<file path="config.mk">
export PLATFORM = sky130hd
export DESIGN_NAME = busTermTop
export DESIGN_NICKNAME = d
export VERILOG_FILES = /design/src/common/busTermPkg.sv /design/src/common/busCycleIf.sv /design/src/design/addressDecode.sv /design/src/design/busTermTop.sv /design/src/transferAck/ciaCycleTimer.sv /design/src/transferAck/romWaitTimer.sv /design/src/transferAck/transferAckDrive.sv
export VERILOG_INCLUDE_DIRS = /design/src /design/src/common
export SDC_FILE = /design/constraint.sdc
export NUM_CORES = 1
export LEC_CHECK = 0
export BUFFER_PORTS_ARGS = -buffer_cell sky130_fd_sc_hd__clkbuf_2
export CAP_MARGIN = 20
export CORE_MARGIN = 2
export CORE_UTILIZATION = 40
export DETAILED_ROUTE_END_ITERATION = 12
export HOLD_SLACK_MARGIN = 0.08
export PLACE_DENSITY = 0.73
export SYNTH_ARGS = -nofsm -noshare
export SYNTH_HDL_FRONTEND = slang
export SYNTH_HIERARCHICAL = 1
export SYNTH_SLANG_ARGS = --single-unit
</file>
<file path="constraint.sdc">
create_clock -name CLK40 -period 1.2 [get_ports CLK40]
set_clock_uncertainty 0.1 [all_clocks]
set_input_delay 0.18 -clock CLK40 [delete_from_list [all_inputs] [get_ports CLK40]]
set_output_delay 0.18 -clock CLK40 [all_outputs]
set_load 0.05 [all_outputs]
</file>
<file path="src/common/busTerm_defines.svh">
// Windows must not overlap and ROM_WAIT_CYCLES must stay between 1 and 7 to fit the counter
`ifndef BUSTERM_DEFINES_SVH
`define BUSTERM_DEFINES_SVH

//////////////////////////////
// Address map
//////////////////////////////

// 512 KB boot ROM window ending at 16 MB
`define ROM_BASE 32'h00F8_0000
`define ROM_MASK 32'hFFF8_0000

// 64 KB CIA register window
`define CIA_BASE 32'h00BF_0000
`define CIA_MASK 32'hFFFF_0000

//////////////////////////////
// Timing
//////////////////////////////

// CLK40 edges from cycle start to the ROM acknowledge pulse
// Covers ROM access and data setup time
`define ROM_WAIT_CYCLES 3

//////////////////////////////
// Space codes
//////////////////////////////

// Unmapped space belongs to another responder
`define SPACE_NONE 2'd0
`define SPACE_ROM  2'd1
`define SPACE_CIA  2'd2

`endif

</file>
<file path="src/common/busTermPkg.sv">
// Shared types only. Addresses are 32 bits and the ROM wait counter holds at most 7 cycles
`default_nettype none

package busTermPkg;

    //////////////////////////////
    // Bus vectors
    //////////////////////////////

    // Full 68040 address as presented with ts
    typedef logic [31:0] addrT;

    // Decoded address space, one of the SPACE_ codes
    typedef logic [1:0] spaceT;

    // ROM setup wait counter
    typedef logic [2:0] waitCountT;

    //////////////////////////////
    // CIA timer states
    //////////////////////////////

    // Idle until a CIA cycle is armed, then high phase, low phase, acknowledge
    typedef enum logic [1:0] {
        stIdle,
        stWaitHigh,
        stWaitLow,
        stAck
    } ciaStateT;

endpackage

`default_nettype wire

</file>
<file path="src/common/busCycleIf.sv">
// All signals change on the rising CLK40 edge. Acknowledge and done strobes last one cycle
`timescale 1ns/100ps
`default_nettype none

interface busCycleIf;

    // Open cycle and its space, held by the decoder
    logic              cycleOpen;
    busTermPkg::spaceT cycleSpace;

    // Single-cycle acknowledge requests from the timers
    logic romAck;
    logic ciaAck;

    // Acknowledge cycle marker from the driver, closes the cycle
    logic cycleDone;

    modport decode (
        output cycleOpen,
        output cycleSpace,
        input  cycleDone
    );

    modport romExec (
        input  cycleOpen,
        input  cycleSpace,
        output romAck
    );

    modport ciaExec (
        input  cycleOpen,
        input  cycleSpace,
        output ciaAck
    );

    modport result (
        input  romAck,
        input  ciaAck,
        input  cycleSpace,
        output cycleDone
    );

endinterface

`default_nettype wire

</file>
<file path="src/design/addressDecode.sv">
// ts is a one-cycle strobe with addr valid alongside. A ts during an open or guard cycle is dropped
`timescale 1ns/100ps
`default_nettype none
`include "busTerm_defines.svh"

module addressDecode (
    input  logic             CLK40,
    input  logic             nRESET,
    input  logic             ts,
    input  busTermPkg::addrT addr,
    output logic             nRomEn,
    output logic             nCiaCs,
    busCycleIf.decode        cyc
);

    logic              romHit;
    logic              ciaHit;
    logic              tsAccept;
    logic              trailing;
    busTermPkg::spaceT nextSpace;

    //////////////////////////////
    // Address compare
    //////////////////////////////

    // Only the masked upper bits select a window
    assign romHit = (addr & `ROM_MASK) == `ROM_BASE;
    assign ciaHit = (addr & `CIA_MASK) == `CIA_BASE;

    // ROM takes priority if the map is ever edited into an overlap
    always_comb begin
        if (romHit) begin
            nextSpace = `SPACE_ROM;
        end else if (ciaHit) begin
            nextSpace = `SPACE_CIA;
        end else begin
            nextSpace = `SPACE_NONE;
        end
    end

    // Start of a new cycle
    // Blocked through the acknowledge and guard cycles
    assign tsAccept = ts && !cyc.cycleOpen && !trailing;

    //////////////////////////////
    // Cycle state and selects
    //////////////////////////////

    always_ff @(posedge CLK40 or negedge nRESET) begin
        if (!nRESET) begin
            cyc.cycleOpen  <= 1'b0;
            cyc.cycleSpace <= `SPACE_NONE;
            nRomEn         <= 1'b1;
            nCiaCs         <= 1'b1;
            trailing       <= 1'b0;
        end else begin
            // Guard cycle follows the acknowledge cycle
            trailing <= cyc.cycleDone;
            if (cyc.cycleDone) begin
                // Acknowledge seen, deselect on this edge
                cyc.cycleOpen <= 1'b0;
                nRomEn        <= 1'b1;
                nCiaCs        <= 1'b1;
            end else if (tsAccept) begin
                cyc.cycleSpace <= nextSpace;
                // Unmapped space stays closed and silent
                cyc.cycleOpen  <= (nextSpace != `SPACE_NONE);
                nRomEn         <= (nextSpace != `SPACE_ROM);
                nCiaCs         <= (nextSpace != `SPACE_CIA);
            end
        end
    end

    // Processor must wait for taOe to fall before the next ts
    tsWhileBusy: assert property (@(posedge CLK40) disable iff (!nRESET)
        ts |-> !(cyc.cycleOpen || trailing))
        else $error("ts seen while a bus cycle is still open");

endmodule

`default_nettype wire

</file>
<file path="src/design/busTermTop.sv">
// Tristate pins are split into level outputs plus taOe. No data path or arbitration
`timescale 1ns/100ps
`default_nettype none

module busTermTop (
    input  logic             CLK40,
    input  logic             nRESET,
    input  logic             ts,
    input  busTermPkg::addrT addr,
    input  logic             clkCia,
    output logic             nRomEn,
    output logic             nCiaCs,
    output logic             nTa,
    output logic             nTbi,
    output logic             nTci,
    output logic             taOe
);

    //////////////////////////////
    // Cycle bus
    //////////////////////////////

    busCycleIf cycIf ();

    //////////////////////////////
    // Decode
    //////////////////////////////

    addressDecode decode0 (
        .CLK40  (CLK40),
        .nRESET (nRESET),
        .ts     (ts),
        .addr   (addr),
        .nRomEn (nRomEn),
        .nCiaCs (nCiaCs),
        .cyc    (cycIf.decode)
    );

    //////////////////////////////
    // Timers
    //////////////////////////////

    romWaitTimer romTimer0 (
        .CLK40  (CLK40),
        .nRESET (nRESET),
        .cyc    (cycIf.romExec)
    );

    // Only this path sees the slow CIA clock
    ciaCycleTimer ciaTimer0 (
        .CLK40  (CLK40),
        .nRESET (nRESET),
        .clkCia (clkCia),
        .cyc    (cycIf.ciaExec)
    );

    //////////////////////////////
    // Acknowledge outputs
    //////////////////////////////

    transferAckDrive ackDrive0 (
        .CLK40  (CLK40),
        .nRESET (nRESET),
        .nTa    (nTa),
        .nTbi   (nTbi),
        .nTci   (nTci),
        .taOe   (taOe),
        .cyc    (cycIf.result)
    );

endmodule

`default_nettype wire

</file>
<file path="src/transferAck/ciaCycleTimer.sv">
// clkCia is asynchronous and must be slower than CLK40/2. Latency follows the CIA clock phase
`timescale 1ns/100ps
`default_nettype none
`include "busTerm_defines.svh"

module ciaCycleTimer (
    input  logic       CLK40,
    input  logic       nRESET,
    input  logic       clkCia,
    busCycleIf.ciaExec cyc
);

    logic                 ciaSync0;
    logic                 ciaSync1;
    logic                 ciaCycle;
    logic                 ciaArmed;
    busTermPkg::ciaStateT state;

    // Open CIA cycle
    assign ciaCycle = cyc.cycleOpen && (cyc.cycleSpace == `SPACE_CIA);

    //////////////////////////////
    // CIA clock synchronizer
    //////////////////////////////

    // Two flops against metastability
    always_ff @(posedge CLK40 or negedge nRESET) begin
        if (!nRESET) begin
            ciaSync0 <= 1'b0;
            ciaSync1 <= 1'b0;
        end else begin
            ciaSync0 <= clkCia;
            ciaSync1 <= ciaSync0;
        end
    end

    // Open flag delayed by one edge
    // Matches the synchronizer lag so only samples taken after the open count
    always_ff @(posedge CLK40 or negedge nRESET) begin
        if (!nRESET) begin
            ciaArmed <= 1'b0;
        end else begin
            ciaArmed <= ciaCycle;
        end
    end

    //////////////////////////////
    // Termination FSM
    //////////////////////////////

    always_ff @(posedge CLK40 or negedge nRESET) begin
        if (!nRESET) begin
            state      <= busTermPkg::stIdle;
            cyc.ciaAck <= 1'b0;
        end else begin
            cyc.ciaAck <= 1'b0;
            if (!ciaCycle) begin
                state <= busTermPkg::stIdle;
            end else begin
                case (state)
                    busTermPkg::stIdle: begin
                        if (ciaArmed) begin
                            state <= busTermPkg::stWaitHigh;
                        end
                    end
                    // CIA clock must be seen high first
                    busTermPkg::stWaitHigh: begin
                        if (ciaSync1) begin
                            state <= busTermPkg::stWaitLow;
                        end
                    end
                    // Falling edge of the CIA clock ends the access
                    busTermPkg::stWaitLow: begin
                        if (!ciaSync1) begin
                            state      <= busTermPkg::stAck;
                            cyc.ciaAck <= 1'b1;
                        end
                    end
                    // Parked until the decoder closes the cycle
                    busTermPkg::stAck: begin
                        state <= busTermPkg::stAck;
                    end
                    default: begin
                        state <= busTermPkg::stIdle;
                    end
                endcase
            end
        end
    end

    // Acknowledge only inside the CIA cycle that the decoder holds open
    ciaAckInCycle: assert property (@(posedge CLK40) disable iff (!nRESET)
        cyc.ciaAck |-> (cyc.cycleOpen && cyc.cycleSpace == `SPACE_CIA))
        else $error("ciaAck outside an open CIA cycle");

endmodule

`default_nettype wire

</file>
<file path="src/transferAck/romWaitTimer.sv">
// ROM acknowledge pulses ROM_WAIT_CYCLES edges after ts. One pulse per cycle, no early abort
`timescale 1ns/100ps
`default_nettype none
`include "busTerm_defines.svh"

module romWaitTimer (
    input  logic       CLK40,
    input  logic       nRESET,
    busCycleIf.romExec cyc
);

    // Count at which the pulse is issued
    // The decoder registers the open one edge after ts, so the count starts there
    localparam busTermPkg::waitCountT waitLast = busTermPkg::waitCountT'(`ROM_WAIT_CYCLES - 1);
    // Terminal count, held until the cycle closes
    localparam busTermPkg::waitCountT waitDone = busTermPkg::waitCountT'(`ROM_WAIT_CYCLES);

    logic                  romCycle;
    busTermPkg::waitCountT waitCount;

    // Open ROM cycle
    assign romCycle = cyc.cycleOpen && (cyc.cycleSpace == `SPACE_ROM);

    //////////////////////////////
    // Setup wait counter
    //////////////////////////////

    always_ff @(posedge CLK40 or negedge nRESET) begin
        if (!nRESET) begin
            waitCount  <= '0;
            cyc.romAck <= 1'b0;
        end else begin
            // Pulse by default lasts one cycle
            cyc.romAck <= 1'b0;
            if (!romCycle) begin
                // Rearm once the cycle has closed
                waitCount <= '0;
            end else if (waitCount != waitDone) begin
                waitCount <= waitCount + 1'b1;
                // Last step of the wait
                if (waitCount == waitLast) begin
                    cyc.romAck <= 1'b1;
                end
            end
        end
    end

endmodule

`default_nettype wire

</file>
<file path="src/transferAck/transferAckDrive.sv">
// taOe stands in for the tristate enable. The acknowledge pulses never coincide
`timescale 1ns/100ps
`default_nettype none
`include "busTerm_defines.svh"

module transferAckDrive (
    input  logic      CLK40,
    input  logic      nRESET,
    output logic      nTa,
    output logic      nTbi,
    output logic      nTci,
    output logic      taOe,
    busCycleIf.result cyc
);

    logic ackPulse;
    logic ciaSpace;

    // Either timer ends the cycle
    assign ackPulse = cyc.romAck || cyc.ciaAck;

    // Peripheral registers must never be cached
    assign ciaSpace = (cyc.cycleSpace == `SPACE_CIA);

    //////////////////////////////
    // Acknowledge and guard
    //////////////////////////////

    // Cycle 1 drives the acknowledge low
    // Cycle 2 drives it high to beat down ringing on the line
    // Cycle 3 releases
    always_ff @(posedge CLK40 or negedge nRESET) begin
        if (!nRESET) begin
            nTa           <= 1'b1;
            nTbi          <= 1'b1;
            nTci          <= 1'b1;
            taOe          <= 1'b0;
            cyc.cycleDone <= 1'b0;
        end else begin
            nTa           <= !ackPulse;
            // No bursts from ROM or CIA
            nTbi          <= !ackPulse;
            nTci          <= !(ackPulse && ciaSpace);
            // Enable covers the acknowledge and the guard cycle after it
            taOe          <= ackPulse || !nTa;
            // Decoder closes the cycle on the next edge
            cyc.cycleDone <= ackPulse;
        end
    end

    // Only one space can be open, so only one timer may answer
    oneAckSource: assert property (@(posedge CLK40) disable iff (!nRESET)
        !(cyc.romAck && cyc.ciaAck))
        else $error("ROM and CIA acknowledge in the same cycle");

    // A low acknowledge must always be driven
    taDrivenWhenLow: assert property (@(posedge CLK40) disable iff (!nRESET)
        !nTa |-> taOe)
        else $error("nTa low while the driver is released");

endmodule

`default_nettype wire

</file>
* After elaboration in Yosys (flattened, before gate mapping) *
Cells that the tools add are included.

cells by class
  add/subtract/negate cells = 1
  eq/ne operators = 15
  mux-type cells = 21
  bitwise operators = 1
  reductions and logical operators = 17

operators with widths
  kind                 count
  $eq 16x8->1 const B  1
  $eq 13x5->1 const B  1
  $mux 1               12
  $mux 2               6
  $pmux 2 s4           1
  $eq 2x2->1 const B   3
  $mux 3               2
  $ne 3x2->1 const B   2
  $ne 3x3->1 const B   2
  $logic_and 1x1->1    5
  $logic_not 1->1      5
  $eq 2x1->1 const B   2
  $ne 2x2->1 const B   2
  $reduce_bool 2->1    2
  $add 3x1->3 const B  1
  $eq 3x2->1 const B   1
  $reduce_and 3->1     1
  $logic_not 2->1      1
  $logic_or 1x1->1     2
  $ne 2x1->1 const B   1
  $reduce_and 2->1     1
  $not 1->1            1

storage, ports and cells
  register bits after elaboration = 20
  input port bits = 36
  output and inout bits = 6
  logic and storage cells = 71

* Longest topological paths before layout *
  depth in word-level cells = 6
  gate-level depth with buffers = 4
  depth with buffers taken out = 4

* Cells and area by module *
Netlist, hierarchy kept.

by module, submodules not included
  module            times used  cells an instance  area each (µm²)  seq. area each (µm²)
  addressDecode     1           29                 310.3            152.6
  romWaitTimer      1           18                 225.2            100.1
  ciaCycleTimer     1           16                 224.0            150.1
  transferAckDrive  1           9                  136.4            102.6

* Least setup slack after synthesis *
OpenSTA, ideal clock, no wires.

  path type = register to register
  start point = register romTimer0.waitCount[0]
  end point = register romTimer0.waitCount[1]
  library setup time = 0.073 ns
  arrival time = 1.164 ns
  data required time = 1.027 ns
  path slack = -0.137 ns
  stages on the path, launching flop included = 5
  path buffers = 0
  period minus slack after synthesis = 1.337 ns
  cell sequence = dfrtp_1 -> ha_1 -> ha_1 -> or2_1 -> a21oi_2

on the way
  cells in the longest elaborated chain, start to end = 3
  elaborated cells on any way between the ends = 5
  classes of those cells = add/sub: 1; eq/ne: 2; mux: 2

ends and longest elaborated chain
  element                 RTL line            RTL
  from (decl)             romWaitTimer.sv:19  busTermPkg::waitCountT waitCount;
  from (signal assigned)  romWaitTimer.sv:39  waitCount <= waitCount + 1'b1;
  $add 3x1->3             romWaitTimer.sv:39
  $mux 3                  romWaitTimer.sv:38  end else if (waitCount != waitDone) begin
  $mux 3                  romWaitTimer.sv:35  if (!romCycle) begin

Parallel ways exist; a longest one is shown, timed or not. The select of a mux whose other input is x is not followed.
A chain may end at the register's enable or synchronous reset.

* Worst setup path after layout *
  start point = register decode0.cyc.cycleOpen
  end point = register decode0.cyc.cycleOpen

on the way
  cells in the longest elaborated chain, start to end = 4

ends and longest elaborated chain
  element                          RTL line             RTL
  from (decl)                      busCycleIf.sv:19     output cycleOpen,
  from (signal assigned)           addressDecode.sv:67  cyc.cycleOpen <= (nextSpace != `SPACE_NONE);
  $logic_not 1->1                  addressDecode.sv:43  assign tsAccept = ts && !cyc.cycleOpen && !trailing;
  $logic_and 1x1->1 (2 in series)  addressDecode.sv:43
  $reduce_bool 2->1 (no line)      -

Every way passes these cells.

==> summary.md <==
| Metric | Value |
|---|---|
| Setup TNS | -1240 ps |
| Final Hold Vio Count | 0 |
| Largest register FFs | 3 |
| IO buf count | 25 |
| Number of remaining DRC errors | 0 |
| Diode count | 0 |
| Vias in the first global route | roughly 720 |
| CP delay by family, top | simple AND/OR/NAND/NOR gates |
| Die Width | 51.33 µm |
| Violated checks | negative setup slack |
| Std-Cell Rows | 17 |
| Min-Delay Path Class | in2reg |
| Pins Over Slew Limit | 0 |
| Biggest regs | romTimer0/waitCount x3, ciaTimer0/state x2, decode0/cyc.cycleSpace x2 |
| Die ar. | 2634 µm² |
| Clock network latency to the later pin of the worst-skew pair | 300 ps |
| Final worst-path cycle share | 110.4% |
| Register Area | 506.7 µm² |
| Area growth from synthesis to layout | 45.53% |
| Hold Crit Depth | 4 |
| Area of placed instances | 1095 µm² |
| Final setup vio count | 12 |
| CTS root buffer | clkbuf_4 |
| DRT Wirelength | 1.807 mm |
| Tot Pwr | 1.605 mW |
| Initial DRC Count | 10 |
| Core area | 2170 µm² |
| Worst Slack Setup Final | -124.6 ps |
| Worst VDD drop | approximately 0.00064 V |
| Share of layout cells above drive strength 1 | between 50% and 60% |
| Mean Syn Cell Area | around 12 µm² |
| TritonRoute pass-1 iters | 4 |
| Bufs and invs on worst path | 0 |
| HP Start | addr[28] |
| R2r endpoint | decode0/cyc.cycleOpen |
| Nets@finish | 151 |
| Crit path cell chain | nor4b_4 > nand4_1 > o22ai_1 |
| Outcome | finished, violations left |
| Avg WL per Cell | roughly 13 µm |
| Synth cell types | 31 |
| Post-layout instance area | 1304 µm² |
| Top reg by flops | romTimer0/waitCount |
| H-tree Lvls | 1 |
| First-pass GRT wire length | 3.167 mm |
| Crit. End Element | flip-flop |
| Max-Cap Viols | 0 |
| Slowest CP cell | dfrtp_2 |
| Routed Antenna Nets | 0 |
| Sequential element share of the synthesized area | a little under three fifths |
| Vias | ~690 |
| HPWL after DPL | 1.309 mm |
| Tot GR Track Use | about 17% |
| Final GP Congestion | 0.7485 |
| Initial core utilization | 41.29% |
| Min Tclk post-route | 1325 ps |
| Critical path class | reg2reg |
| Via density | 4.928 |
| Number of synthesized register bits | 20 |
| Syn_nets | 111 |
| Antenna violations before repair | 0 |
| Peak Freq | 755.0 MHz |
| Hold worst-path end | decode0/cyc.cycleSpace[0] |
| Grt ovf | 0 |
| Worst slew pin tran | 478.2 ps |
| Synthesized area | 895.9 µm² |
| Largest net degree at the start of global routing | 21 |
| Ports | 42 |
| Critical Path Fanout Max | 3 |
| Die Ht | 51.33 µm |
| RR Startpoint | decode0/cyc.cycleOpen |
| Reg clk slew, reported paths | 110 ps |
| Pwr dens | approximately 1200 nW/µm² |
| Synthesis Warnings | 6 |
| # fillers | 177 |
| Multi-input gate area | 384.1 µm² |
| CP Launch Type | flip-flop |
| RSZ-0062 raised after global routing | yes |
| Arrival @ worst endpoint | approximately 1400 ps |
| Min Hold Slack | between 80 and 90 ps |
| Leakage Power | roughly 0.6 nW |
| Register-to-register setup slack | -120 ps |
| Cts bufs inserted | 3 |
| WP data required | 1310 ps |
| Slew margin rel. | roughly two thirds |
| Clock buffer depth | 2 |
| Clock Sinks | 20 |
| Synth Instances | 72 |
| Slowest Stage Delay on Critical Path | 440 ps |
| CTS tree | done |
| Reg2reg path depth | 3 |
worst max path at each step:
| stage | startpoint | end | slack (ps) | cells past startpoint |
|---|---|---|---|---|
| 2_1_floorplan | romTimer0/waitCount[1] | romTimer0/waitCount[1] | -40 | 4 |
| 3_3_place_gp | romTimer0/waitCount[1] | romTimer0/waitCount[1] | -70 | 4 |
| 3_5_place_dp | romTimer0/waitCount[1] | romTimer0/waitCount[1] | -100 | 4 |
| 4_1_cts | ackDrive0/nTbi | nTa | -140 | 1 |
| 5_1_grt | decode0/cyc.cycleOpen | decode0/cyc.cycleOpen | -180 | 3 |
| 6_report | decode0/cyc.cycleOpen | decode0/cyc.cycleOpen | -120 | 3 |
logic make-up (layout without fill, tap and decap cells):
family	Yosys count	after routing	synth area share (%)
adders and majority gates	3	3	4.190
buffers and inverters	9	48	4.190
AOI/OAI and AO/OA	12	12	8.381
xor gates and xnor gates	1	1	0.9778
and+or+nand+nor	27	27	25.84
DFF	20	20	56.42
layout make-up:
class                   instances  area share, %
clock inverters                 1          2.303
multi-input cells              43          29.46
clock buffers                   3          1.727
flip-flops and latches         20          38.87
inverters                       8          2.303
repair buffers                 36          22.65
well taps                      28          2.687
where the power goes:
group | leakage, nW | total (mW) | internal (mW) | switching (mW)
registers | 0.256 | 0.765 | 0.722 | 0.0430
clock network | 0.0279 | 0.534 | 0.338 | 0.197
logic | 0.332 | 0.306 | 0.160 | 0.147
stage by stage:
stage	setup slack (ps)	utilization [%]	std cells
after CTS	-139.3	58.54	137
final	-124.6	60.09	139
after detailed placement	-100.9	50.46	128
after global routing	-176.5	60.09	139
after floorplan	-44.58	-	72
after global placement	-71.54	50.46	128
Yosys cell counts, drive strengths merged:
master	number	area [µm²]
a211oi	1	7.510
a21oi	5	28.78
a31oi	2	12.51
and4	1	8.760
and4b	1	10.01
buf	1	7.510
dfrtp	16	400.4
dfstp	4	105.1
ha	3	37.54
inv	8	30.03
nand2	3	13.77
nand3	2	10.01
nand3b	3	47.55
nand4	1	6.260
nor2	4	15.01
nor2b	1	6.260
nor3	2	10.01
nor3b	1	7.510
nor4	1	6.260
nor4b	4	68.81
o21a	1	7.510
o22ai	3	18.77
or2	3	21.28
xor2	1	8.760
worst register-to-register path, cell delays in order (launching register included):
cell and delay [ps]:
dfrtp_2 440, nor4b_4 360, nand4_1 190, o22ai_1 160
timing repair:
action	4_1_cts	5_1_grt
setup endpoints to repair	14	15
setup buffers	2	2
pin swaps	1	3
resized for setup	13	6
hold buffers	3	0
hold endpoints to repair	24	0
layer usage:
| metal | share of wire, % | global-route usage (%) | wire length [µm] | up-vias |
|---|---|---|---|---|
| li1 | - | - | - | 332 |
| met1 | 42 | 19.14 | 757 | 332 |
| met2 | 54 | 29.22 | 975 | 19 |
| met3 | 3.0 | 2.632 | 54 | 2 |
| met4 | 1.1 | 9.649 | 19 | 0 |
| met5 | 0 | 0 | 0 | - |
cell usage in the layout, fill, tap and decap left out, types with 2 or more instances in the layout:
cell and count:
inv_2 2, inv_1 6, o22ai_1 3, nor3_1 2, dfrtp_1 15, nand2_2 2
clkbuf_2 19, buf_4 9, clkbuf_4 3, nor2_1 4, nor4b_2 2, dlygate4sd3_1 3
clkbuf_16 3, nor4b_4 2, a31oi_1 2, clkbuf_8 2, a21oi_1 4, nand3b_4 2
dfstp_2 4, nand3_1 2
(Power assumes the default switching activity.)
